$ cat src/ddr_pkg.sv
/* DDR burst model shared types */
`default_nettype none

package ddr_pkg;

    // One memory word and its byte enables
    typedef logic [63:0] ddr_word_t;
    typedef logic [7:0]  ddr_be_t;

    // Burst length in words
    typedef logic [7:0]  ddr_burst_t;

    typedef enum logic [1:0] {
        ST_IDLE,
        ST_WRITE,
        ST_READ_WAIT,
        ST_READ
    } ddr_state_e;

    // Request address port as seen on the DDR side
    localparam int DDR_ADDR_W = 29;

    // Defaults for the top level
    localparam int DEF_MEM_AW   = 10;
    localparam int DEF_PACE_W   = 5;
    localparam int DEF_READ_LAT = 16;

endpackage

`default_nettype wire

$ cat src/ddr_burst_fsm.sv
/* DDR burst request sequencer */
`timescale 1ns/1ps
`default_nettype none

module ddr_burst_fsm (
    input  logic               clk,
    input  logic               arst_n,
    input  logic               rd,
    input  logic               we,
    input  ddr_pkg::ddr_burst_t burstcnt,
    input  logic               pace_zero,
    input  logic               count_done,
    output logic               load_latency,
    output logic               load_beats,
    output ddr_pkg::ddr_burst_t beat_len,
    output logic               addr_load,
    output logic               write_beat,
    output logic               read_beat,
    output logic               busy,
    output logic               dout_ready
);

    import ddr_pkg::*;

    ddr_state_e state;
    ddr_state_e state_nxt;
    ddr_burst_t len_q;
    logic       accept;

    // Requests only get in at an idle pacing point
    assign busy   = !(state == ST_IDLE && pace_zero);
    assign accept = !busy && (rd ^ we) && (burstcnt != '0);

    assign addr_load    = accept;
    assign load_latency = accept && rd;
    // Beat count for writes at once, for reads when latency runs out
    assign load_beats   = (accept && we) || (state == ST_READ_WAIT && count_done);
    assign beat_len     = (state == ST_IDLE) ? burstcnt : len_q;

    assign write_beat = (state == ST_WRITE) && !count_done;
    assign read_beat  = (state == ST_READ) && !count_done;
    assign dout_ready = read_beat;

    always_comb begin
        state_nxt = state;
        case (state)
            ST_IDLE: begin
                if (accept) begin
                    state_nxt = we ? ST_WRITE : ST_READ_WAIT;
                end
            end
            ST_WRITE: begin
                if (count_done) begin
                    state_nxt = ST_IDLE;
                end
            end
            ST_READ_WAIT: begin
                if (count_done) begin
                    state_nxt = ST_READ;
                end
            end
            ST_READ: begin
                if (count_done) begin
                    state_nxt = ST_IDLE;
                end
            end
            default: state_nxt = ST_IDLE;
        endcase
    end

    always_ff @(posedge clk or negedge arst_n) begin
        if (!arst_n) begin
            state <= ST_IDLE;
        end else begin
            state <= state_nxt;
        end
    end

    // Burst length kept for the read data phase
    always_ff @(posedge clk) begin
        if (accept) begin
            len_q <= burstcnt;
        end
    end

    // A loaded burst always has at least one beat to run
    a_burst_not_empty: assert property (@(posedge clk) disable iff (!arst_n)
        load_beats |=> !count_done);

endmodule

`default_nettype wire

$ cat config.mk
export PLATFORM = sky130hd
export DESIGN_NAME = ddr_burst_fsm
export DESIGN_NICKNAME = d
export VERILOG_FILES = /design/src/ddr_pkg.sv /design/src/ddr_burst_fsm.sv
export SDC_FILE = /design/constraint.sdc
export NUM_CORES = 1
export LEC_CHECK = 0
export ABC_AREA = 1
export BUFFER_PORTS_ARGS = -buffer_cell sky130_fd_sc_hd__buf_4
export CAP_MARGIN = 20
export CORE_MARGIN = 2
export CORE_UTILIZATION = 42
export DETAILED_ROUTE_END_ITERATION = 8
export PLACE_DENSITY = 0.79
export SYNTH_ARGS = -nofsm -noshare
export SYNTH_HDL_FRONTEND = slang
export SYNTH_SLANG_ARGS = --single-unit
export TNS_END_PERCENT = 20
$ cat constraint.sdc
create_clock -name clk -period 1.46 [get_ports clk]
set_input_delay 0.073 -clock clk [delete_from_list [all_inputs] [get_ports clk]]
set_output_delay 0.073 -clock clk [all_outputs]
set_load 0.02 [all_outputs]
== Word-level counts from Yosys, hierarchy flattened ==
Index checks and enable logic that the tools add are counted.
Word-level totals
  register bits after elaboration: 10
  output and inout port bits: 15
  logic and storage cells: 30
Cells by class
  equality and inequality tests: 6
  multiplexer cells: 6
  bitwise logic cells: 1
  reductions and logical operators: 15
Operators with widths (number)
  logical AND 1 bit: 8
  two-way mux 2 bit: 4
  two-way mux 8 bit: 1
  nonzero test 8 bit: 1
  one-hot mux 2 bit (3 select lines): 1
  equality test 2 bit (second input constant): 2
  inequality test 2 bit (second input constant): 2
  AND reduction 3 bit: 1
  equality test 2 x 1 -> 1 bit (second input constant): 1
  zero test 1 bit: 2
  zero test 2 bit: 1
  inequality test 2 x 1 -> 1 bit (second input constant): 1
  OR reduction 2 bit: 1
  logical OR 1 bit: 1
  bitwise XOR 1 bit: 1

== Depth between registers and ports, before layout ==
Gate-level depths: netlist of run 1.
  depth in word-level cells: 6
  gate-level depth with buffers: 8
  gate-level depth less buffers: 8

== Worst setup path before layout of run 1 ==
No wires, ideal clock.
  path kind: reg-to-reg
  start point: register state[0]
  end point: register len_q[0], enable pin
  setup time: 0.353 ns
  arrival: 1.133 ns
  slack: -0.026 ns
  stages on the path, launching flop included: 6
  path buffers: 0
  period minus slack after synthesis: 1.486 ns
  cells stage by stage: dfrtp_1 -> nor2_4 -> nand2_4 -> nor2_4 -> nand2_2 -> inv_1
On the way
  cells in the longest elaborated chain, start to end: 4
RTL lines
  start: declaration: line ddr_burst_fsm.sv:25  | ddr_state_e state;
  start signal: assignment: line ddr_burst_fsm.sv:75  | state <= state_nxt;
  zero test 2 bit: line ddr_burst_fsm.sv:31  | assign busy = !(state == ST_IDLE && pace_zero);
  logical AND 1 bit: line ddr_burst_fsm.sv:31
  logical AND 1 bit (2 in a row): line ddr_burst_fsm.sv:32  | assign accept = !busy && (rd ^ we) && (burstcnt != '0);
  net addr_load: line ddr_burst_fsm.sv:16  | output logic addr_load,
  end signal: assignment: line ddr_burst_fsm.sv:82  | len_q <= burstcnt;
  end: declaration: line ddr_burst_fsm.sv:27  | ddr_burst_t len_q;
The timed path passes the listed nets, and every way through them passes these cells.
A chain may end at the register's enable or synchronous reset.

== Final worst setup path of run 1 ==
  start point: register state[1]
  end point: output port load_latency
On the way
  cells in the longest elaborated chain, start to end: 5
RTL lines
  zero test 2 bit: line ddr_burst_fsm.sv:31
  logical AND 1 bit: line ddr_burst_fsm.sv:31
  logical AND 1 bit (2 in a row): line ddr_burst_fsm.sv:32
  logical AND 1 bit: line ddr_burst_fsm.sv:35  | assign load_latency = accept && rd;
  end: declaration: line ddr_burst_fsm.sv:13  | output logic load_latency,
No other way between the ends.

==> results of run 1 <==
flip-flops by register name (all words and copies together) (netlist names):
| signal | count |
|---|---|
| len_q | 8 |
| state | 2 |
layer usage:
metal / up-vias / track usage (%) / routed length, um
met2: 15 / 33.7 / 722
li1: 304 / - / -
met4: 0 / 12.5 / 31
met5: - / 0 / 0
met1: 243 / 21.1 / 612
met3: 5 / 3.26 / 45
Yosys cell counts:
cell type,n
edfxtp_1,8
nand3_1,3
a21oi_1,1
inv_2,5
nor2_1,6
o21ai_1,8
nand2_2,1
buf_4,2
dfrtp_1,2
nand2_1,23
inv_1,9
nand2_4,1
nor2_4,2
report_power, final:
group	internal (mW)	total (mW)	switching (mW)
combinational	0.414	1.00	0.591
sequential	0.372	0.409	0.0372
clock	0.152	0.251	0.0995
path summary, 6_finish.rpt:
kind | start | to | slack [ns] | cells past startpoint
setup / recovery | state[1] | load_latency | 0.03 | 6
hold / removal | count_done | state[0] | 0.08 | 3
setup reg to reg | state[1] | len_q[3] | 0.04 | 6
hold reg to reg | state[1] | state[1] | 0.71 | 3
max in group asynchronous | arst_n | state[0] | 1.26 | 2
min in group asynchronous | arst_n | state[1] | 0.11 | 2
critical path, cell delays in order, from the launching register on:
cell and delay [ns]:
dfrtp_1 0.41, nor2_4 0.16, nand2_4 0.07, nor2_4 0.13
nand2_4 0.09, nor2_2 0.08, buf_4 0.14
cell type report:
cell class / count / area share, %
inverter: 14 / 5.89
timing repair buffer: 40 / 34.6
multi-input combinational: 45 / 23.4
tap: 15 / 1.96
clock buffer: 4 / 3.80
sequential: 10 / 30.4
timing repair:
action	CTS	global route
endpoints found under the hold margin	10	0
setup endpoints to repair	3	13
pin swaps	0	2
setup buffers	3	0
gates resized for setup	0	6
hold buffers	9	0
cell families (layout without fill, tap and decap cells):
family / count (synthesis) / after routing / share of synthesized area (%)
compound gates: 9 / 9 / 7.95
simple gates: 36 / 36 / 28.9
buf+inv: 16 / 58 / 11.9
flops: 10 / 10 / 51.2
through the flow:
step	util (%)	setup WS [ns]
5_1_grt	74.4	-0.0241
4_1_cts	72.6	0.00704
3_3_place_gp	61.1	0.155
6_report	74.4	0.0255
3_5_place_dp	61.1	0.108
2_1_floorplan	-	0.102
==> impl_metrics.toml, run 1 <==
[timing]
finalHoldViolCount = 0
drv_slew = 0
clock_skew_ns = 0.000775
tns_ns = 0
setup_viol = 0
rsz0062_at_grt = "true"
finalCriticalPeriod_ns = 1.43
tightest_slew_ns = 0.263
hold-worst-slack_ns = 0.0841
fmax_mhz = 697
period_share_pct = 98.3
relSlewSlack_pct = 82.4

[die]
die_area_um2 = 1660
die_h_um = 40.7
rows = 13
ioPinCount = 29
initial_core_util_pct = 44.1
core_area_um2 = 1280
die_x_um = 40.7

[placed_design]
portBuffers = 28
dpl-instance-area_um2 = 785
finalWeightedCongestion = 0.697
dp.cells = 112
dp_hpwl_um = 932

[logic_synthesis]
avgSynthCellArea_um2 = 7.98
synthCells = 71
synth_top_area_share_pct = 42.4
synth_nets = 85
ys_seq_elements = 10
yosysWarnings = 0
yosys.area.top_type = "edfxtp_1"
synth_area_leaders = "edfxtp_1, nand2_1, dfrtp_1, o21ai_1, inv_1"
synth_area_um2 = 567
yosysSeqAreaShare_pct = 51.2
synth.distinct_cells = 13

[layout]
final_nets = 128
multiInputGateArea_um2 = 224
fin_area_um2 = 956
fin_cells = 128
nFillCells = 93
diodes = 0
seq_area_um2 = 290
drive_gt1_share_pct = 42.5
syn2layout_area_growth_pct = 68.7
layout_common_cells = "buf_4, nand2_1, dlygate4sd3_1"
final_common_cell = "buf_4"

[worst_hold_path]
hp-class = "in2reg"

[worst_setup_path]
critical_path_class = "reg2out"
cp-end-kind = "primary output"
cp_max_fo = 4
cp.required_ns = 1.39
worstPathArrival_ns = 1.36
start_kind = "register"

[clock_network]
cts_tree = "done"
clock_path_buffers = 2
clock_sinks = 10
clock_latency_ns = 0.27
clkTransAtPathRegs_ns = 0.07
cts-htree-levels = 1
cts_made_buffers = 3
root_buffer = "clkbuf_4"

[grt]
antenna_found_initial = 0
grt_pass1_vias = 511
grt_pass1_wl_mm = 1.97
grt_max_degree = 18
globalRouteTotalUtil_pct = 19.2
grt-ovfl-total = 0

[drt]
dr.pass1.iters = 4
drtIter0Drc = 14
drc = 0
num_vias = 567
ant_nets = 0
vias_per_cell = 4.43
routed_wl_mm = 1.41
wl_per_cell_um = 11.0

[pwr]
power_density_nw_per_um2 = 1740
vdd_ir_drop_max_v = 0.000978
power_mw = 1.67
p_leak_nw = 0.481

[outcome]
outcome = "finished clean"

[flow_run]
cap_violations = 0
Note: power is estimated with default switching activity, not from simulation.
==> inputs of run 2 (changes only) <==
--- a/config.mk
+++ b/config.mk
@@ -5,13 +5,13 @@
 export SDC_FILE = /design/constraint.sdc
 export NUM_CORES = 1
 export LEC_CHECK = 0
-export ABC_AREA = 1
 export BUFFER_PORTS_ARGS = -buffer_cell sky130_fd_sc_hd__buf_4
 export CAP_MARGIN = 20
-export CORE_MARGIN = 2
-export CORE_UTILIZATION = 42
+export CORE_AREA = 2 2 39 41
 export DETAILED_ROUTE_END_ITERATION = 8
-export PLACE_DENSITY = 0.79
+export DIE_AREA = 0 0 41 43
+export PLACE_DENSITY = 0.76
+export SETUP_SLACK_MARGIN = 0.3
 export SYNTH_ARGS = -nofsm -noshare
 export SYNTH_HDL_FRONTEND = slang
 export SYNTH_SLANG_ARGS = --single-unit
==> impl_metrics.toml, run 2 <==
[clock_network]
clock_latency_ns = 0.26
root_buffer = "clkbuf_4"
cts-htree-levels = 1
clkTransAtPathRegs_ns = 0.07
clock_sinks = 10
clock_path_buffers = 2
cts_made_buffers = 3
cts_tree = "done"

[timing]
fmax_mhz = 660
tns_ns = -0.362
period_share_pct = 104
finalCriticalPeriod_ns = 1.52
tightest_slew_ns = 0.281
setup_ws_ns = -0.0561
setup_viol = 8
hold-worst-slack_ns = 0.0162
relSlewSlack_pct = 81.2
drv_slew = 0
finalHoldViolCount = 0
clock_skew_ns = 0.00489
rsz0062_at_grt = "true"

[drt]
drt-met1-wl_um = 540
num_vias = 487
wl_per_cell_um = 15.1
drtIter0Drc = 4
route.met3.wl_um = 92
ant_nets = 0
routed_wl_mm = 1.46
vias_per_cell = 5.02
dr_wl_met2_um = 813
highest_layer = "met4"
dr.pass1.iters = 4
drc = 0

[die]
rows = 14
die_area_um2 = 1760
core_area_um2 = 1380
ioPinCount = 29
die_x_um = 41
die_h_um = 43
initial_core_util_pct = 37.3

[worst_setup_path]
worstPathArrival_ns = 1.44
cp-end-kind = "primary output"
cp_max_fo = 5
start_kind = "register"
cp.required_ns = 1.39
critical_path_class = "reg2out"

[layout]
fin_cells = 97
layout_common_cells = "buf_4, buf_6, mux2_4, edfxtp_1, dlygate4sd3_1"
final_common_cell = "buf_4"
diodes = 0
syn2layout_area_growth_pct = 97.1
fin_util_pct = 73.6
top_register = "len_q"
drive_gt1_share_pct = 69.1
largest_reg_flops = 8
top_regs = "len_q x8, state x2"
final_nets = 96
fin_area_um2 = 1020

[logic_synthesis]
ys_seq_elements = 10
ys_async_sr_fraction_pct = 20.0
synth_nets = 51
synth_area_leaders = "edfxtp_1, mux2_2, dfrtp_1, or4_4, o211ai_4"
synth_edf_count = 8
avgSynthCellArea_um2 = 14.0
synth.distinct_cells = 17
ys.flop_type = "edfxtp_1"
yosysWarnings = 0
yosys.area.top_type = "edfxtp_1"
synthTopCellsByCount = "edfxtp_1, mux2_2, nand2_1"
synth_top_area_share_pct = 46.5
synth_area_um2 = 517
synthCells = 37
yosysSeqAreaShare_pct = 56.2

[placed_design]
portBuffers = 28
dpl-instance-area_um2 = 771
dp_hpwl_um = 897
post-place-ws_ns = 0.0625
finalWeightedCongestion = 0.711
dp.cells = 82

[grt]
globalRouteTotalUtil_pct = 19.6
antenna_found_initial = 0
grt-ovfl-total = 0
grt_max_degree = 9
grt_pass1_wl_mm = 2.24
grt_pass1_vias = 468

[pwr]
power_mw = 1.71
power_density_nw_per_um2 = 1680
p_leak_nw = 0.446
vdd_ir_drop_max_v = 0.00110

[flow_run]
cap_violations = 0

[outcome]
violations = "negative setup slack"
outcome = "finished, violations left"

[worst_hold_path]
hp-class = "in2reg"
==> run 2: cell count changes in the layout (fill, tap and decap cells not counted), sizes merged, moves of 3 or more <==
| cell | previous run | this run |
|---|---|---|
| inv | 13 | 1 |
| nor2 | 8 | 2 |
| o21ai | 8 | 2 |
| mux2 | 0 | 8 |
| buf | 31 | 34 |
| nand2 | 25 | 3 |
==> run 2: power by group <==
part / switching, mW / internal, mW
Combinational: 0.511 / 0.604
Clock: 0.0919 / 0.105
Sequential: 0.0317 / 0.363
==> run 2: cells by family (layout without fill, tap and decap cells) <==
logic type             Yosys count  after routing  synth area share [%]
muxes                            8              8                  17.4
DFF                             10             10                  56.2
buffers and inverters            2             46                  2.18
and+or+nand+nor                 12             12                  14.3
AOI/OAI and AO/OA                5              5                  9.93
==> run 2: routing by layer <==
metal | vias up | global-route usage, %
li1 | 228 | -
met2 | 23 | 29.7
met1 | 234 | 25.6
met3 | 2 | 5.24
met4 | 0 | 8.00
met5 | - | 0
==> run 2: what timing repair did <==
action / 4_1_cts / 5_1_grt
gates resized for setup: 27 / 5
pin swaps: 5 / 4
endpoints found under the setup margin: 23 / 23
hold buffers: 2 / 5
buffers inserted: 3 / 1
hold endpoints to repair: 3 / 5
==> run 2: worst max-delay path: stages, from the launching register on <==
cell and delay [ns]:
dfrtp_1 0.41, nor2_4 0.18, buf_6 0.15, mux2_4 0.31, buf_6 0.13
==> run 2: path summary, 6_finish.rpt <==
path / to / start / cells past startpoint / slack [ns]
worst max-delay path: beat_len[2] / state[0] / 4 / -0.06
max in group asynchronous: state[0] / arst_n / 2 / 1.24
worst min-delay path: len_q[4] / burstcnt[4] / 1 / 0.02
worst max register to register: len_q[0] / state[0] / 4 / 0.11
min in group asynchronous: state[1] / arst_n / 2 / 0.13
worst min register to register: state[1] / state[1] / 3 / 0.70
==> run 2: area by class of cell <==
class	instances	area, um2
Inverter	1	8.76
Sequential cell	10	290
Multi-Input combinational cell	25	288
Tap cell	16	20.0
Clock buffer	4	26.3
Timing Repair Buffer	41	385
Fill cell	92	365
